===== src/logic/cnn_geom_pkg.sv =====
`default_nettype none

package cnn_geom_pkg;

    // datapath word and bus address widths
    localparam int DATA_W = 16;
    localparam int ADDR_W = 16;

    // square kernel, taps stored row-major
    localparam int KERNEL_DIM  = 3;
    localparam int KERNEL_TAPS = KERNEL_DIM * KERNEL_DIM;

    // wide enough for a tap index up to KERNEL_TAPS-1
    localparam int TAP_W = 4;

    // load bus and output stream word
    typedef logic signed [DATA_W-1:0] word_t;

    // image sample
    typedef logic signed [DATA_W-1:0] pixel_t;

    // kernel coefficient
    typedef logic signed [DATA_W-1:0] weight_t;

    typedef logic [ADDR_W-1:0] addr_t;

endpackage

`default_nettype wire


===== src/logic/flat_streamer.sv =====
`timescale 1ns/1ps
`default_nettype none

module flat_streamer #(
    parameter int IMG_SIZE    = 18,
    parameter int NUM_FILTERS = 6
) (
    input  logic                clk,
    input  logic                reset_n,
    input  logic                i_start,
    input  logic                i_valid,
    input  cnn_geom_pkg::addr_t i_pixel_idx,
    input  cnn_geom_pkg::word_t i_sums [NUM_FILTERS],
    output logic                o_release,
    output cnn_geom_pkg::word_t o_flat,
    output cnn_geom_pkg::addr_t o_addr,
    output logic                o_we,
    output logic                o_done
);

    import cnn_geom_pkg::*;

    localparam int OUT_SIZE = IMG_SIZE - KERNEL_DIM + 1;
    localparam int PLANE    = OUT_SIZE * OUT_SIZE;
    localparam int TOTAL    = NUM_FILTERS * PLANE;
    localparam int FW       = $clog2(NUM_FILTERS + 1);

    logic [FW-1:0] filt;
    addr_t         word_cnt;
    logic          sent;

    // free the slot while its last word goes out
    assign o_release = i_valid && (filt == FW'(NUM_FILTERS - 1));

    always_ff @(posedge clk or negedge reset_n) begin
        if (!reset_n) begin
            filt <= '0;
            o_we <= 1'b0;
        end else begin
            o_we <= i_valid;
            if (i_valid) begin
                filt <= o_release ? '0 : filt + 1'b1;
            end
        end
    end

    // filter-major output planes
    always_ff @(posedge clk) begin
        if (i_valid) begin
            o_flat <= i_sums[filt];
            o_addr <= addr_t'(filt * PLANE + i_pixel_idx);
        end
    end

    // single done per run, rearmed by start going low
    always_ff @(posedge clk or negedge reset_n) begin
        if (!reset_n) begin
            word_cnt <= '0;
            sent     <= 1'b0;
            o_done   <= 1'b0;
        end else begin
            o_done <= 1'b0;
            if (!i_start) begin
                word_cnt <= '0;
                sent     <= 1'b0;
            end else begin
                if (i_valid) begin
                    word_cnt <= word_cnt + 1'b1;
                end
                if (o_we && !sent && (word_cnt == addr_t'(TOTAL))) begin
                    o_done <= 1'b1;
                    sent   <= 1'b1;
                end
            end
        end
    end

endmodule

`default_nettype wire


===== config.mk =====
export PLATFORM = sky130hd
export DESIGN_NAME = flat_streamer
export DESIGN_NICKNAME = d
export VERILOG_FILES = /design/src/logic/cnn_geom_pkg.sv /design/src/logic/flat_streamer.sv
export SDC_FILE = /design/constraint.sdc
export NUM_CORES = 1
export LEC_CHECK = 0
export ABC_AREA = 1
export BUFFER_PORTS_ARGS = -buffer_cell sky130_fd_sc_hd__buf_2
export CAP_MARGIN = 20
export CORE_MARGIN = 8
export CORE_UTILIZATION = 28
export CTS_CLUSTER_SIZE = 12
export DETAILED_ROUTE_END_ITERATION = 8
export PLACE_DENSITY = 0.54
export SLEW_MARGIN = 20
export SYNTH_ARGS = -nofsm -noshare
export SYNTH_HDL_FRONTEND = slang
export SYNTH_SLANG_ARGS = --single-unit

===== constraint.sdc =====
create_clock -name clk -period 1.99 [get_ports clk]
set_input_delay 0.398 -clock clk [delete_from_list [all_inputs] [get_ports clk]]
set_output_delay 0.398 -clock clk [all_outputs]
set_load 0.05 [all_outputs]

# Word-level counts from Yosys, hierarchy flattened
# Index checks and enable logic that the tools add are counted.
[classes]
n_bitwise = 1
muxes = 10
addsub = 3
n_eq_ne = 4
order_cmp = 1
reduce_logical = 4
[ops]
columns = ["cell", "count"]
rows = [
  ["two-way mux 16 bit", 4],
  ["binary-select mux 16 bit (select 3 bit)", 1],
  ["adder 11 x 16 -> 16 bit", 1],
  ["adder 16 x 1 -> 16 bit, second input constant", 1],
  ["equality test 16 x 11 -> 1 bit, second input constant", 1],
  ["greater-or-equal comparator 4 bit, second input constant", 1],
  ["two-way mux 1 bit", 4],
  ["inequality test 2 x 1 -> 1 bit, second input constant", 2],
  ["inverter 3 -> 4 bit", 1],
  ["adder 3 x 1 -> 3 bit, second input constant", 1],
  ["equality test 3 bit, second input constant", 1],
  ["logical AND 1 bit", 3],
  ["two-way mux 3 bit", 1],
  ["logical NOT 1 bit", 1],
]
[word_totals]
ff_bits = 54
elab_cells = 30
out_inout_bits = 35

# Depth between registers and ports, before layout
# Gate-level depths: netlist of run 1.
[logic_depth]
depth_word = 5
mapped_depth = 9

# Least setup slack after synthesis of run 1
# OpenSTA, ideal clock, no wires.
[synth_path]
path_type = "reg-to-output"
start = "reg filt[1]"
end = "out o_release"
t_arrival_ps = 1712
path_buffers = 2
slack_ps = -120
required_time_ps = 1592
stages_incl_launch_ff = 7
path_cell_list = "dfrtp_1 > buf_2 > inv_1 > buf_4 > ha_1 > nand2_1 > nor2_1"
[synth_between]
elab_chain_len = 2
[synth_lines]
columns = ["element", "line_no", "text"]
rows = [
  ["start: declaration", "flat_streamer.sv:28", "logic [FW-1:0] filt;"],
  ["start signal: assignment", "flat_streamer.sv:42", "filt <= o_release ? '0 : filt + 1'b1;"],
  ["equality test 3 bit", "flat_streamer.sv:33", "assign o_release = i_valid && (filt == FW'(NUM_FILTERS - 1));"],
  ["logical AND 1 bit", "flat_streamer.sv:33", ""],
  ["end: declaration", "flat_streamer.sv:14", "output logic o_release,"],
]
# No other way between the ends.

# Final worst setup path of run 1
[layout_path]
start = "reg filt[0]"
end = "out o_release"
# The elaborated chain is that of the path after synthesis.

==> metrics.txt, run 1 <==
# TYPE chip_impl_metric gauge
chip_impl_metric{name="post-route-drc-count",unit=""} 0
chip_impl_metric{name="hold_buffers",unit=""} 0
chip_impl_metric{name="detailedRoute.firstPassIterationCount",unit=""} 5
chip_impl_info{name="clk_root_buffer_cell",value="clkbuf_8"} 1
chip_impl_metric{name="number_of_drc_markers_in_iteration_0",unit=""} 244
chip_impl_metric{name="slew_violations",unit=""} 0
chip_impl_metric{name="power_leakage",unit="nW"} 1.94
chip_impl_metric{name="cts-buffers-inserted",unit=""} 5
chip_impl_metric{name="synth_warnings",unit=""} 0
chip_impl_metric{name="layout_worst_path_cycle_share",unit="%"} 94.1
chip_impl_metric{name="clock_insertion_delay_worst_skew",unit="ns"} 0.31
chip_impl_info{name="critPathSlowestCell",value="dfrtp_1"} 1
chip_impl_metric{name="worst-endpoint-required",unit="ns"} 1.59
chip_impl_metric{name="clock_tree.buffer_depth",unit=""} 2
chip_impl_metric{name="synthCells",unit=""} 378
chip_impl_metric{name="yosysSeqAreaShare",unit="%"} 48.0
chip_impl_info{name="crit_family",value="buffers and inverters"} 1
chip_impl_metric{name="initial_antenna_violation_count",unit=""} 0
chip_impl_metric{name="antenna_left",unit=""} 0
chip_impl_metric{name="ys_seq_elements",unit=""} 54
chip_impl_metric{name="dp.cells",unit=""} 658
chip_impl_metric{name="setup_repair_bufs_after_cts",unit=""} 0
chip_impl_metric{name="antenna-diode-count",unit=""} 0
chip_impl_info{name="critical_path.endpoint_type",value="primary output"} 1
chip_impl_metric{name="die_h",unit="um"} 122
chip_impl_metric{name="layoutNonFillerInstCount",unit=""} 666
chip_impl_metric{name="fin_crit",unit="ns"} 1.87
chip_impl_info{name="cts_tree",value="yes"} 1
chip_impl_metric{name="power.ir.vdd_worst",unit="mV"} 0.521
chip_impl_metric{name="timing.critical_path.slowest_cell_delay",unit="ns"} 0.37
chip_impl_metric{name="endpoints_failing_setup",unit=""} 0
chip_impl_metric{name="avgViaCountPerCell",unit=""} 4.80
chip_impl_metric{name="fmax",unit="GHz"} 0.534
chip_impl_metric{name="floorplan.die.width",unit="um"} 122
chip_impl_info{name="critPathLaunchType",value="register"} 1
chip_impl_info{name="rsz0062_at_grt",value="false"} 1
chip_impl_metric{name="core_region_area",unit="sq um"} 10900
chip_impl_info{name="timing.hold.worst.class",value="input pin to async pin"} 1
chip_impl_metric{name="grt_start_max_net_pins",unit=""} 39
chip_impl_metric{name="worst_ep_arrival_time",unit="ns"} 1.47
chip_impl_metric{name="grt_first_pass_wirelength",unit="um"} 16300
chip_impl_metric{name="floorplan.die_area",unit="sq um"} 14900
chip_impl_metric{name="via_count_of_the_first_global_routing_pass",unit=""} 3173
chip_impl_info{name="crit_path_cell_trace",value="buf_4 -> ha_1 -> nand2_1 -> nor2_2 -> buf_6"} 1
chip_impl_metric{name="cts_repair_resize_count",unit=""} 1
chip_impl_metric{name="gp_congestion",unit=""} 0.893
chip_impl_metric{name="routed_via_count",unit=""} 3195
chip_impl_metric{name="critical_path.n_buffers_inverters",unit=""} 2
chip_impl_info{name="run_status",value="finished clean"} 1
chip_impl_metric{name="finalHoldViolations",unit=""} 0
chip_impl_metric{name="htreeDepth",unit=""} 2
chip_impl_metric{name="timing.max_slew.rel_slack",unit="%"} 61.4
chip_impl_metric{name="grt.total_usage",unit="%"} 13.7
chip_impl_metric{name="worstMarginPinSlew",unit="ns"} 0.578
chip_impl_metric{name="areaGrowthSynthToFinish",unit="%"} 32.3
chip_impl_metric{name="drive_above_1_share",unit="%"} 34.8
chip_impl_metric{name="fin_worst_skew",unit="ns"} 0.00350
chip_impl_metric{name="post_syn_area_per_cell",unit="sq um"} 8.33
chip_impl_metric{name="hold-worst-slack",unit="ns"} 0.0352
chip_impl_metric{name="final_nets",unit=""} 649
chip_impl_metric{name="routed_wire_length_per_instance",unit="um"} 15.6
chip_impl_metric{name="cts.clk_slew.worst_paths",unit="ns"} 0.11
chip_impl_metric{name="syn-cell-area",unit="sq um"} 3150
chip_impl_metric{name="syn_nets",unit=""} 502
chip_impl_metric{name="core.rowCount",unit=""} 38
chip_impl_metric{name="ys_types",unit=""} 35
chip_impl_metric{name="dp_hpwl",unit="um"} 8140
chip_impl_metric{name="crit_path_max_fanout",unit=""} 15
chip_impl_metric{name="numClockSinks",unit=""} 54
chip_impl_metric{name="p_per_area",unit="nW/um^2"} 1070
chip_impl_metric{name="routed_wirelength",unit="um"} 10400
chip_impl_info{name="critPathKind",value="register to primary output"} 1
chip_impl_metric{name="setup_tns",unit="ns"} 0
chip_impl_metric{name="pin_count",unit=""} 151
chip_impl_metric{name="initial_utilization",unit="%"} 28.9
chip_impl_metric{name="globalRouteOverflowTotal",unit=""} 0
chip_impl_metric{name="placement.io_buffers",unit=""} 150
chip_impl_metric{name="maxCapViolations",unit=""} 0
[per-stage QoR]
step	cell area, sq um	util (%)	total power [mW]	worst slack [ns]
5_1_grt	4160	38.2	4.74	0.0198
3_5_place_dp	4040	37.1	3.71	0.156
4_1_cts	4160	38.2	4.51	0.0515
6_report	4160	38.2	4.46	0.118
2_1_floorplan	3150	-	3.11	0.121
3_3_place_gp	4040	37.1	3.68	0.237
[cell usage after synthesis]
cell type	instances	area share, %
xnor2_1	1	0.28
buf_2	9	1.4
nand3_1	9	1.4
nand3_2	1	0.32
nor2_4	3	1.1
nand2_4	1	0.36
a21oi_1	6	0.95
buf_6	2	0.72
nor2_1	76	9.1
inv_1	25	3.0
clkbuf_2	1	0.16
nor2_2	3	0.60
nand2_2	2	0.40
ha_1	7	2.8
o22ai_1	16	3.2
nor3b_1	1	0.24
edfxtp_1	32	31
o21bai_1	1	0.24
nand2_1	53	6.3
a31oi_1	1	0.20
xor2_1	5	1.4
clkbuf_1	4	0.48
clkbuf_8	1	0.44
nand3_4	1	0.56
nand2_8	1	0.64
inv_6	1	0.28
a211oi_1	1	0.24
dfrtp_1	22	17
inv_2	3	0.36
fa_1	1	0.64
o21ai_0	62	9.9
nand4_1	5	0.99
o21ai_1	12	1.9
nor3_1	8	1.3
buf_4	1	0.24
[cells in the final DEF, fill, tap and decap left out, types with 8 or more instances in the layout]
master    count
buf_2       149
nor2_1       75
o21ai_0      62
nand2_1      53
edfxtp_1     32
inv_1        25
dfrtp_1      22
o22ai_1      16
o21ai_1      12
nand3_1       9
nor3_1        8
[where the power goes]
| group | total, mW | internal, mW | switching (mW) |
|---|---|---|---|
| clock network | 0.790 | 0.384 | 0.406 |
| logic | 2.12 | 0.606 | 1.51 |
| registers | 1.55 | 1.48 | 0.0648 |
[sequential cells by signal (all words and copies together) (netlist names)]
register and count:
o_flat 16, o_done 1, filt 3, word_cnt 16
o_addr 16, o_we 1, sent 1
[layout make-up]
cell class	instances	area, sq um
fillers	1123	6720
flip-flops and latches	54	1510
multi-input cells	277	1420
repair buffers	158	830
well taps	140	175
inverters	29	114
clock buffers	5	68.8
clock inverters	3	48.8
[path summary, 6_finish.rpt]
kind | from | to | slack (ns) | cells after the start
worst min-delay path | reset_n | o_done | 0.04 | 1
min in group clk | i_pixel_idx[7] | o_addr[7] | 0.25 | 1
worst min register to register | sent | sent | 0.50 | 2
worst max register to register | filt[0] | o_addr[14] | 0.32 | 7
worst max-delay path | filt[0] | o_release | 0.12 | 5
max in group asynchronous | reset_n | word_cnt[1] | 1.61 | 1
[metal layers]
metal | vias up | routed length [um] | track usage, %
met5 | - | 0 | 0
met4 | 0 | 168 | 4.47
met2 | 111 | 5140 | 24.7
met1 | 1503 | 4390 | 16.0
li1 | 1570 | - | -
met3 | 11 | 674 | 2.55
[logic make-up after synthesis]
family | Yosys count | synth area share (%)
AO/OA/AOI/OAI | 99 | 16.6
adder cells (fa/ha/maj) | 8 | 3.42
XOR/XNOR | 6 | 1.67
flip-flops | 54 | 48.0
buffers and inverters | 47 | 7.07
AND/OR/NAND/NOR | 164 | 23.3
No activity file was read; power rests on OpenSTA's default activity.
==> run 2: changes to the inputs <==
--- a/config.mk
+++ b/config.mk
@@ -8,6 +8,7 @@
 export ABC_AREA = 1
 export BUFFER_PORTS_ARGS = -buffer_cell sky130_fd_sc_hd__buf_2
 export CAP_MARGIN = 20
+export CORE_ASPECT_RATIO = 0.7
 export CORE_MARGIN = 8
 export CORE_UTILIZATION = 28
 export CTS_CLUSTER_SIZE = 12
==> constraint.sdc (replaced) <==
create_clock -name clk -period 2.1 [get_ports clk]
set_input_delay 0.42 -clock clk [delete_from_list [all_inputs] [get_ports clk]]
set_output_delay 0.42 -clock clk [all_outputs]
set_load 0.05 [all_outputs]
==> metrics.txt, run 2 (same netlist as run 1, synthesis figures left out) <==
# TYPE chip_impl_metric gauge
chip_impl_info{name="cts_tree",value="yes"} 1
chip_impl_metric{name="postLayoutCoreUtil",unit="%"} 38.5
chip_impl_metric{name="setup_repair_bufs_after_cts",unit=""} 0
chip_impl_metric{name="cts-buffers-inserted",unit=""} 5
chip_impl_metric{name="report.power.total",unit="mW"} 4.41
chip_impl_metric{name="areaGrowthSynthToFinish",unit="%"} 34.3
chip_impl_metric{name="initial_utilization",unit="%"} 28.7
chip_impl_info{name="rsz0062_at_grt",value="false"} 1
chip_impl_metric{name="grt_first_pass_wirelength",unit="um"} 16000
chip_impl_metric{name="area_of_combinational_cells_with_multiple_inputs",unit="sq um"} 1420
chip_impl_metric{name="routed_via_count",unit=""} 3138
chip_impl_metric{name="grt.total_usage",unit="%"} 13.3
chip_impl_metric{name="core.rowCount",unit=""} 32
chip_impl_metric{name="worst-endpoint-required",unit="ns"} 1.68
chip_impl_info{name="critPathLaunchType",value="register"} 1
chip_impl_metric{name="avgViaCountPerCell",unit=""} 4.62
chip_impl_metric{name="worst_ep_arrival_time",unit="ns"} 1.53
chip_impl_info{name="mostFrequentLayoutCells",value="buf_2 (150), nor2_1 (75), o21ai_0 (62)"} 1
chip_impl_metric{name="globalRouteOverflowTotal",unit=""} 0
chip_impl_metric{name="setup_tns",unit="ns"} 0
chip_impl_info{name="critical_path.endpoint_type",value="primary output"} 1
chip_impl_metric{name="fin_worst_skew",unit="ns"} 0.00560
chip_impl_metric{name="timing.max_slew.rel_slack",unit="%"} 61.0
chip_impl_metric{name="maxCapViolations",unit=""} 0
chip_impl_metric{name="via_count_of_the_first_global_routing_pass",unit=""} 3175
chip_impl_info{name="clk_root_buffer_cell",value="clkbuf_16"} 1
chip_impl_metric{name="gp_congestion",unit=""} 0.777
chip_impl_metric{name="cts_repair_resize_count",unit=""} 0
chip_impl_metric{name="number_of_drc_markers_in_iteration_0",unit=""} 144
chip_impl_metric{name="initial_antenna_violation_count",unit=""} 0
chip_impl_metric{name="post-route-drc-count",unit=""} 0
chip_impl_metric{name="die_h",unit="um"} 105
chip_impl_metric{name="placement.setup.worst_slack",unit="ns"} 0.284
chip_impl_metric{name="routed_wire_length_per_instance",unit="um"} 14.7
chip_impl_metric{name="floorplan.die_area",unit="sq um"} 14900
chip_impl_metric{name="power.ir.vdd_worst",unit="mV"} 0.461
chip_impl_info{name="largest_registers",value="o_addr: 16 flops, o_flat: 16 flops, word_cnt: 16 flops"} 1
chip_impl_metric{name="clock_insertion_delay_worst_skew",unit="ns"} 0.29
chip_impl_metric{name="antenna_left",unit=""} 0
chip_impl_metric{name="numClockSinks",unit=""} 54
chip_impl_metric{name="crit_path_max_fanout",unit=""} 5
chip_impl_metric{name="cts.clk_slew.worst_paths",unit="ns"} 0.08
chip_impl_metric{name="htreeDepth",unit=""} 2
chip_impl_info{name="run_status",value="finished clean"} 1
chip_impl_metric{name="ff_latch_area",unit="sq um"} 1510
chip_impl_metric{name="finalHoldViolations",unit=""} 0
chip_impl_metric{name="endpoints_failing_setup",unit=""} 0
chip_impl_metric{name="fin_crit",unit="ns"} 1.95
chip_impl_metric{name="hold_buffers",unit=""} 0
chip_impl_metric{name="power_leakage",unit="nW"} 1.97
chip_impl_metric{name="layout_worst_path_cycle_share",unit="%"} 92.9
chip_impl_metric{name="antenna-diode-count",unit=""} 0
chip_impl_metric{name="p_per_area",unit="nW/um^2"} 1040
chip_impl_metric{name="core_region_area",unit="sq um"} 11000
chip_impl_metric{name="detailedRoute.firstPassIterationCount",unit=""} 4
chip_impl_metric{name="pin_count",unit=""} 151
chip_impl_info{name="timing.hold.worst.class",value="input pin to async pin"} 1
chip_impl_metric{name="clock_tree.buffer_depth",unit=""} 2
chip_impl_metric{name="fillerInstances",unit=""} 1163
chip_impl_metric{name="timing.final.ws_setup",unit="ns"} 0.149
chip_impl_metric{name="dp_hpwl",unit="um"} 7980
chip_impl_metric{name="placement.io_buffers",unit=""} 150
chip_impl_metric{name="drive_above_1_share",unit="%"} 34.8
chip_impl_metric{name="slew_violations",unit=""} 0
chip_impl_metric{name="worstMarginPinSlew",unit="ns"} 0.585
chip_impl_metric{name="routed_wirelength",unit="um"} 9990
chip_impl_info{name="critPathKind",value="register to primary output"} 1
chip_impl_metric{name="floorplan.die.width",unit="um"} 143
chip_impl_metric{name="hold-worst-slack",unit="ns"} 0.0891
chip_impl_info{name="mostFrequentLayoutCell",value="buf_2"} 1
chip_impl_metric{name="grt_start_max_net_pins",unit=""} 44
chip_impl_metric{name="final_nets",unit=""} 649
chip_impl_metric{name="fmax",unit="GHz"} 0.513
==> run 2: power breakdown <==
part	switching (mW)	internal [mW]	total, mW
clock network	0.401	0.572	0.973
registers	0.0734	1.41	1.48
logic	1.38	0.572	1.95
==> run 2: path summary, 6_finish.rpt <==
| path | slack [ns] | from | cells past startpoint | to |
|---|---|---|---|---|
| worst max-delay path | 0.15 | filt[1] | 5 | o_release |
| worst min-delay path | 0.09 | reset_n | 1 | o_done |
| worst max register to register | 0.42 | filt[0] | 7 | o_addr[14] |
| worst min register to register | 0.50 | sent | 2 | sent |
| max in group asynchronous | 1.66 | reset_n | 1 | word_cnt[1] |
| min in group clk | 0.30 | i_pixel_idx[7] | 1 | o_addr[7] |
==> run 2: cell type report <==
cell class | instances | area share, %
inverters | 29 | 2.69
well taps | 153 | 4.53
clock inverters | 3 | 1.12
repair buffers | 158 | 19.5
clock buffers | 5 | 2.96
flip-flops and latches | 54 | 35.7
multi-input cells | 277 | 33.5
==> run 2: metrics by stage <==
step | cells | instance area [sq um]
finish | 679 | 4230
global placement | 671 | 4060
global route | 679 | 4230
floorplan | 378 | 3150
CTS | 679 | 4230
detailed placement | 671 | 4060
==> run 2: critical path, cell delays in order (launching register included) <==
cell     delay, ns
dfrtp_1       0.43
inv_1         0.14
ha_1          0.16
nand2_1       0.07
nor2_2        0.14
buf_2         0.30
==> run 2: layer usage <==
metal  vias up  track usage [%]  share of wire (%)
li1       1574                -                  -
met1      1456             17.8                 48
met2       104             20.4                 44
met3         4             4.09                8.1
met4         0             3.33               0.61
met5         -                0                  0
==> run 3: changes to the inputs <==
==> constraint.sdc (replaced) <==
create_clock -name clk -period 2.2 [get_ports clk]
set_input_delay 0.44 -clock clk [delete_from_list [all_inputs] [get_ports clk]]
set_output_delay 0.44 -clock clk [all_outputs]
set_load 0.005 [all_outputs]
==> metrics.txt, run 3 (same netlist as run 1, synthesis figures left out) <==
# TYPE chip_impl_metric gauge
chip_impl_metric{name="timing.max_slew.rel_slack",unit="%"} 59.2
chip_impl_metric{name="grt.total_usage",unit="%"} 13.6
chip_impl_info{name="cts_tree",value="yes"} 1
chip_impl_metric{name="worst_ep_arrival_time",unit="ns"} 1.54
chip_impl_metric{name="antenna-diode-count",unit=""} 0
chip_impl_info{name="clk_root_buffer_cell",value="clkbuf_16"} 1
chip_impl_metric{name="cts-buffers-inserted",unit=""} 5
chip_impl_metric{name="initial_utilization",unit="%"} 28.7
chip_impl_info{name="critical_path.reg2reg.startpoint",value="filt[2]"} 1
chip_impl_metric{name="power.ir.vdd_worst",unit="mV"} 0.452
chip_impl_metric{name="fillerInstances",unit=""} 1161
chip_impl_metric{name="clock_tree.buffer_depth",unit=""} 2
chip_impl_metric{name="slew_violations",unit=""} 0
chip_impl_metric{name="cts.clk_slew.worst_paths",unit="ns"} 0.07
chip_impl_metric{name="hold-worst-slack",unit="ns"} 0.108
chip_impl_info{name="mostFrequentLayoutCells",value="buf_2 (150), nor2_1 (76), o21ai_0 (62)"} 1
chip_impl_metric{name="dp_hpwl",unit="um"} 8160
chip_impl_info{name="mostFrequentLayoutCell",value="buf_2"} 1
chip_impl_metric{name="floorplan.die_area",unit="sq um"} 14900
chip_impl_info{name="critPathLaunchType",value="register"} 1
chip_impl_metric{name="grt_first_pass_wirelength",unit="um"} 16400
chip_impl_metric{name="fmax",unit="GHz"} 0.506
chip_impl_metric{name="routed_wirelength",unit="um"} 10300
chip_impl_info{name="critical_path.endpoint_type",value="primary output"} 1
chip_impl_metric{name="crit_path_max_fanout",unit=""} 17
chip_impl_metric{name="worstMarginPinSlew",unit="ns"} 0.611
chip_impl_metric{name="routed_via_count",unit=""} 3147
chip_impl_metric{name="pin_count",unit=""} 151
chip_impl_metric{name="avgViaCountPerCell",unit=""} 4.63
chip_impl_metric{name="die_h",unit="um"} 105
chip_impl_metric{name="drive_above_1_share",unit="%"} 34.4
chip_impl_metric{name="number_of_drc_markers_in_iteration_0",unit=""} 164
chip_impl_metric{name="power_leakage",unit="nW"} 1.96
chip_impl_info{name="timing.hold.worst.class",value="input pin to async pin"} 1
chip_impl_metric{name="detailedRoute.firstPassIterationCount",unit=""} 4
chip_impl_info{name="cp-startpoint",value="filt[1]"} 1
chip_impl_metric{name="post-route-drc-count",unit=""} 0
chip_impl_info{name="critPathKind",value="register to primary output"} 1
chip_impl_metric{name="gp_congestion",unit=""} 0.871
chip_impl_metric{name="core_region_area",unit="sq um"} 11000
chip_impl_metric{name="p_per_area",unit="nW/um^2"} 847
chip_impl_metric{name="fin_crit",unit="ns"} 1.98
chip_impl_metric{name="core.rowCount",unit=""} 32
chip_impl_info{name="run_status",value="finished clean"} 1
chip_impl_metric{name="grt_start_max_net_pins",unit=""} 40
chip_impl_info{name="largest_registers",value="o_addr: 16 flops, o_flat: 16 flops, word_cnt: 16 flops"} 1
chip_impl_metric{name="initial_antenna_violation_count",unit=""} 0
chip_impl_metric{name="via_count_of_the_first_global_routing_pass",unit=""} 3259
chip_impl_metric{name="placement.io_buffers",unit=""} 150
chip_impl_metric{name="numClockSinks",unit=""} 54
chip_impl_metric{name="worst-endpoint-required",unit="ns"} 1.76
chip_impl_metric{name="cts_repair_resize_count",unit=""} 0
chip_impl_metric{name="finalHoldViolations",unit=""} 0
chip_impl_metric{name="maxCapViolations",unit=""} 0
chip_impl_metric{name="floorplan.die.width",unit="um"} 143
chip_impl_metric{name="hold_buffers",unit=""} 0
chip_impl_metric{name="report.power.total",unit="mW"} 3.55
chip_impl_metric{name="final_nets",unit=""} 649
chip_impl_metric{name="areaGrowthSynthToFinish",unit="%"} 33.3
chip_impl_metric{name="htreeDepth",unit=""} 2
chip_impl_metric{name="layout_worst_path_cycle_share",unit="%"} 89.8
chip_impl_info{name="rsz0062_at_grt",value="false"} 1
chip_impl_metric{name="endpoints_failing_setup",unit=""} 0
chip_impl_metric{name="setup_repair_bufs_after_cts",unit=""} 0
chip_impl_metric{name="routed_wire_length_per_instance",unit="um"} 15.2
chip_impl_metric{name="setup_tns",unit="ns"} 0
chip_impl_metric{name="clock_insertion_delay_worst_skew",unit="ns"} 0.29
chip_impl_metric{name="antenna_left",unit=""} 0
chip_impl_metric{name="globalRouteOverflowTotal",unit=""} 0
chip_impl_metric{name="fin_worst_skew",unit="ns"} 0.00349
-- run 3: cell types whose count changed in the layout (fill, tap and decap cells not counted), sizes merged --
cell,delta
bufinv,-1
clkbuf,+1
clkinv,+1
inv,-1
-- run 3: worst max-delay path, cell delays in order, from the launching register on --
cell and delay, ns:
dfrtp_1 0.38, inv_1 0.10, buf_4 0.23, ha_1 0.17
nand2_1 0.06, nor2_1 0.16, buf_2 0.16
-- run 3: layout make-up --
| type | instances | area [sq um] | area share, % |
|---|---|---|---|
| inverters | 29 | 114 | 2.71 |
| well taps | 153 | 191 | 4.56 |
| clock buffers | 6 | 129 | 3.07 |
| clock inverters | 2 | 13.8 | 0.328 |
| flip-flops and latches | 54 | 1510 | 36.0 |
| repair buffers | 158 | 823 | 19.6 |
| multi-input cells | 277 | 1410 | 33.7 |
-- run 3: path summary, 6_finish.rpt --
| path | slack, ns | to | cells after the start |
|---|---|---|---|
| worst min-delay path | 0.11 | word_cnt[15] | 1 |
| worst min register to register | 0.50 | sent | 2 |
| min in group clk | 0.32 | o_addr[4] | 1 |
| max in group asynchronous | 1.76 | word_cnt[1] | 1 |
| worst max register to register | 0.54 | o_flat[4] | 4 |
| worst max-delay path | 0.22 | o_release | 6 |
-- run 3: routing by layer --
metal | vias up | wire [um] | track usage, %
li1 | 1576 | - | -
met4 | 0 | 125 | 3.63
met5 | - | 0 | 0
met1 | 1441 | 5060 | 18.6
met3 | 8 | 744 | 3.14
met2 | 122 | 4370 | 20.9
-- run 3: through the flow --
step           utilization (%)  worst slack, ns  std cells  area, sq um
4_1_cts                   38.3            0.183        679         4200
6_report                  38.3            0.225        679         4200
2_1_floorplan                -            0.383        378         3150
3_5_place_dp              37.0            0.386        671         4050
3_3_place_gp              37.0            0.402        671         4050
5_1_grt                   38.3           0.0877        679         4200
-- run 3: where the power goes --
part,leakage [nW],internal (mW),switching [mW]
sequential,0.614,1.34,0.0658
combinational,1.27,0.542,0.811
clock,0.0712,0.426,0.366
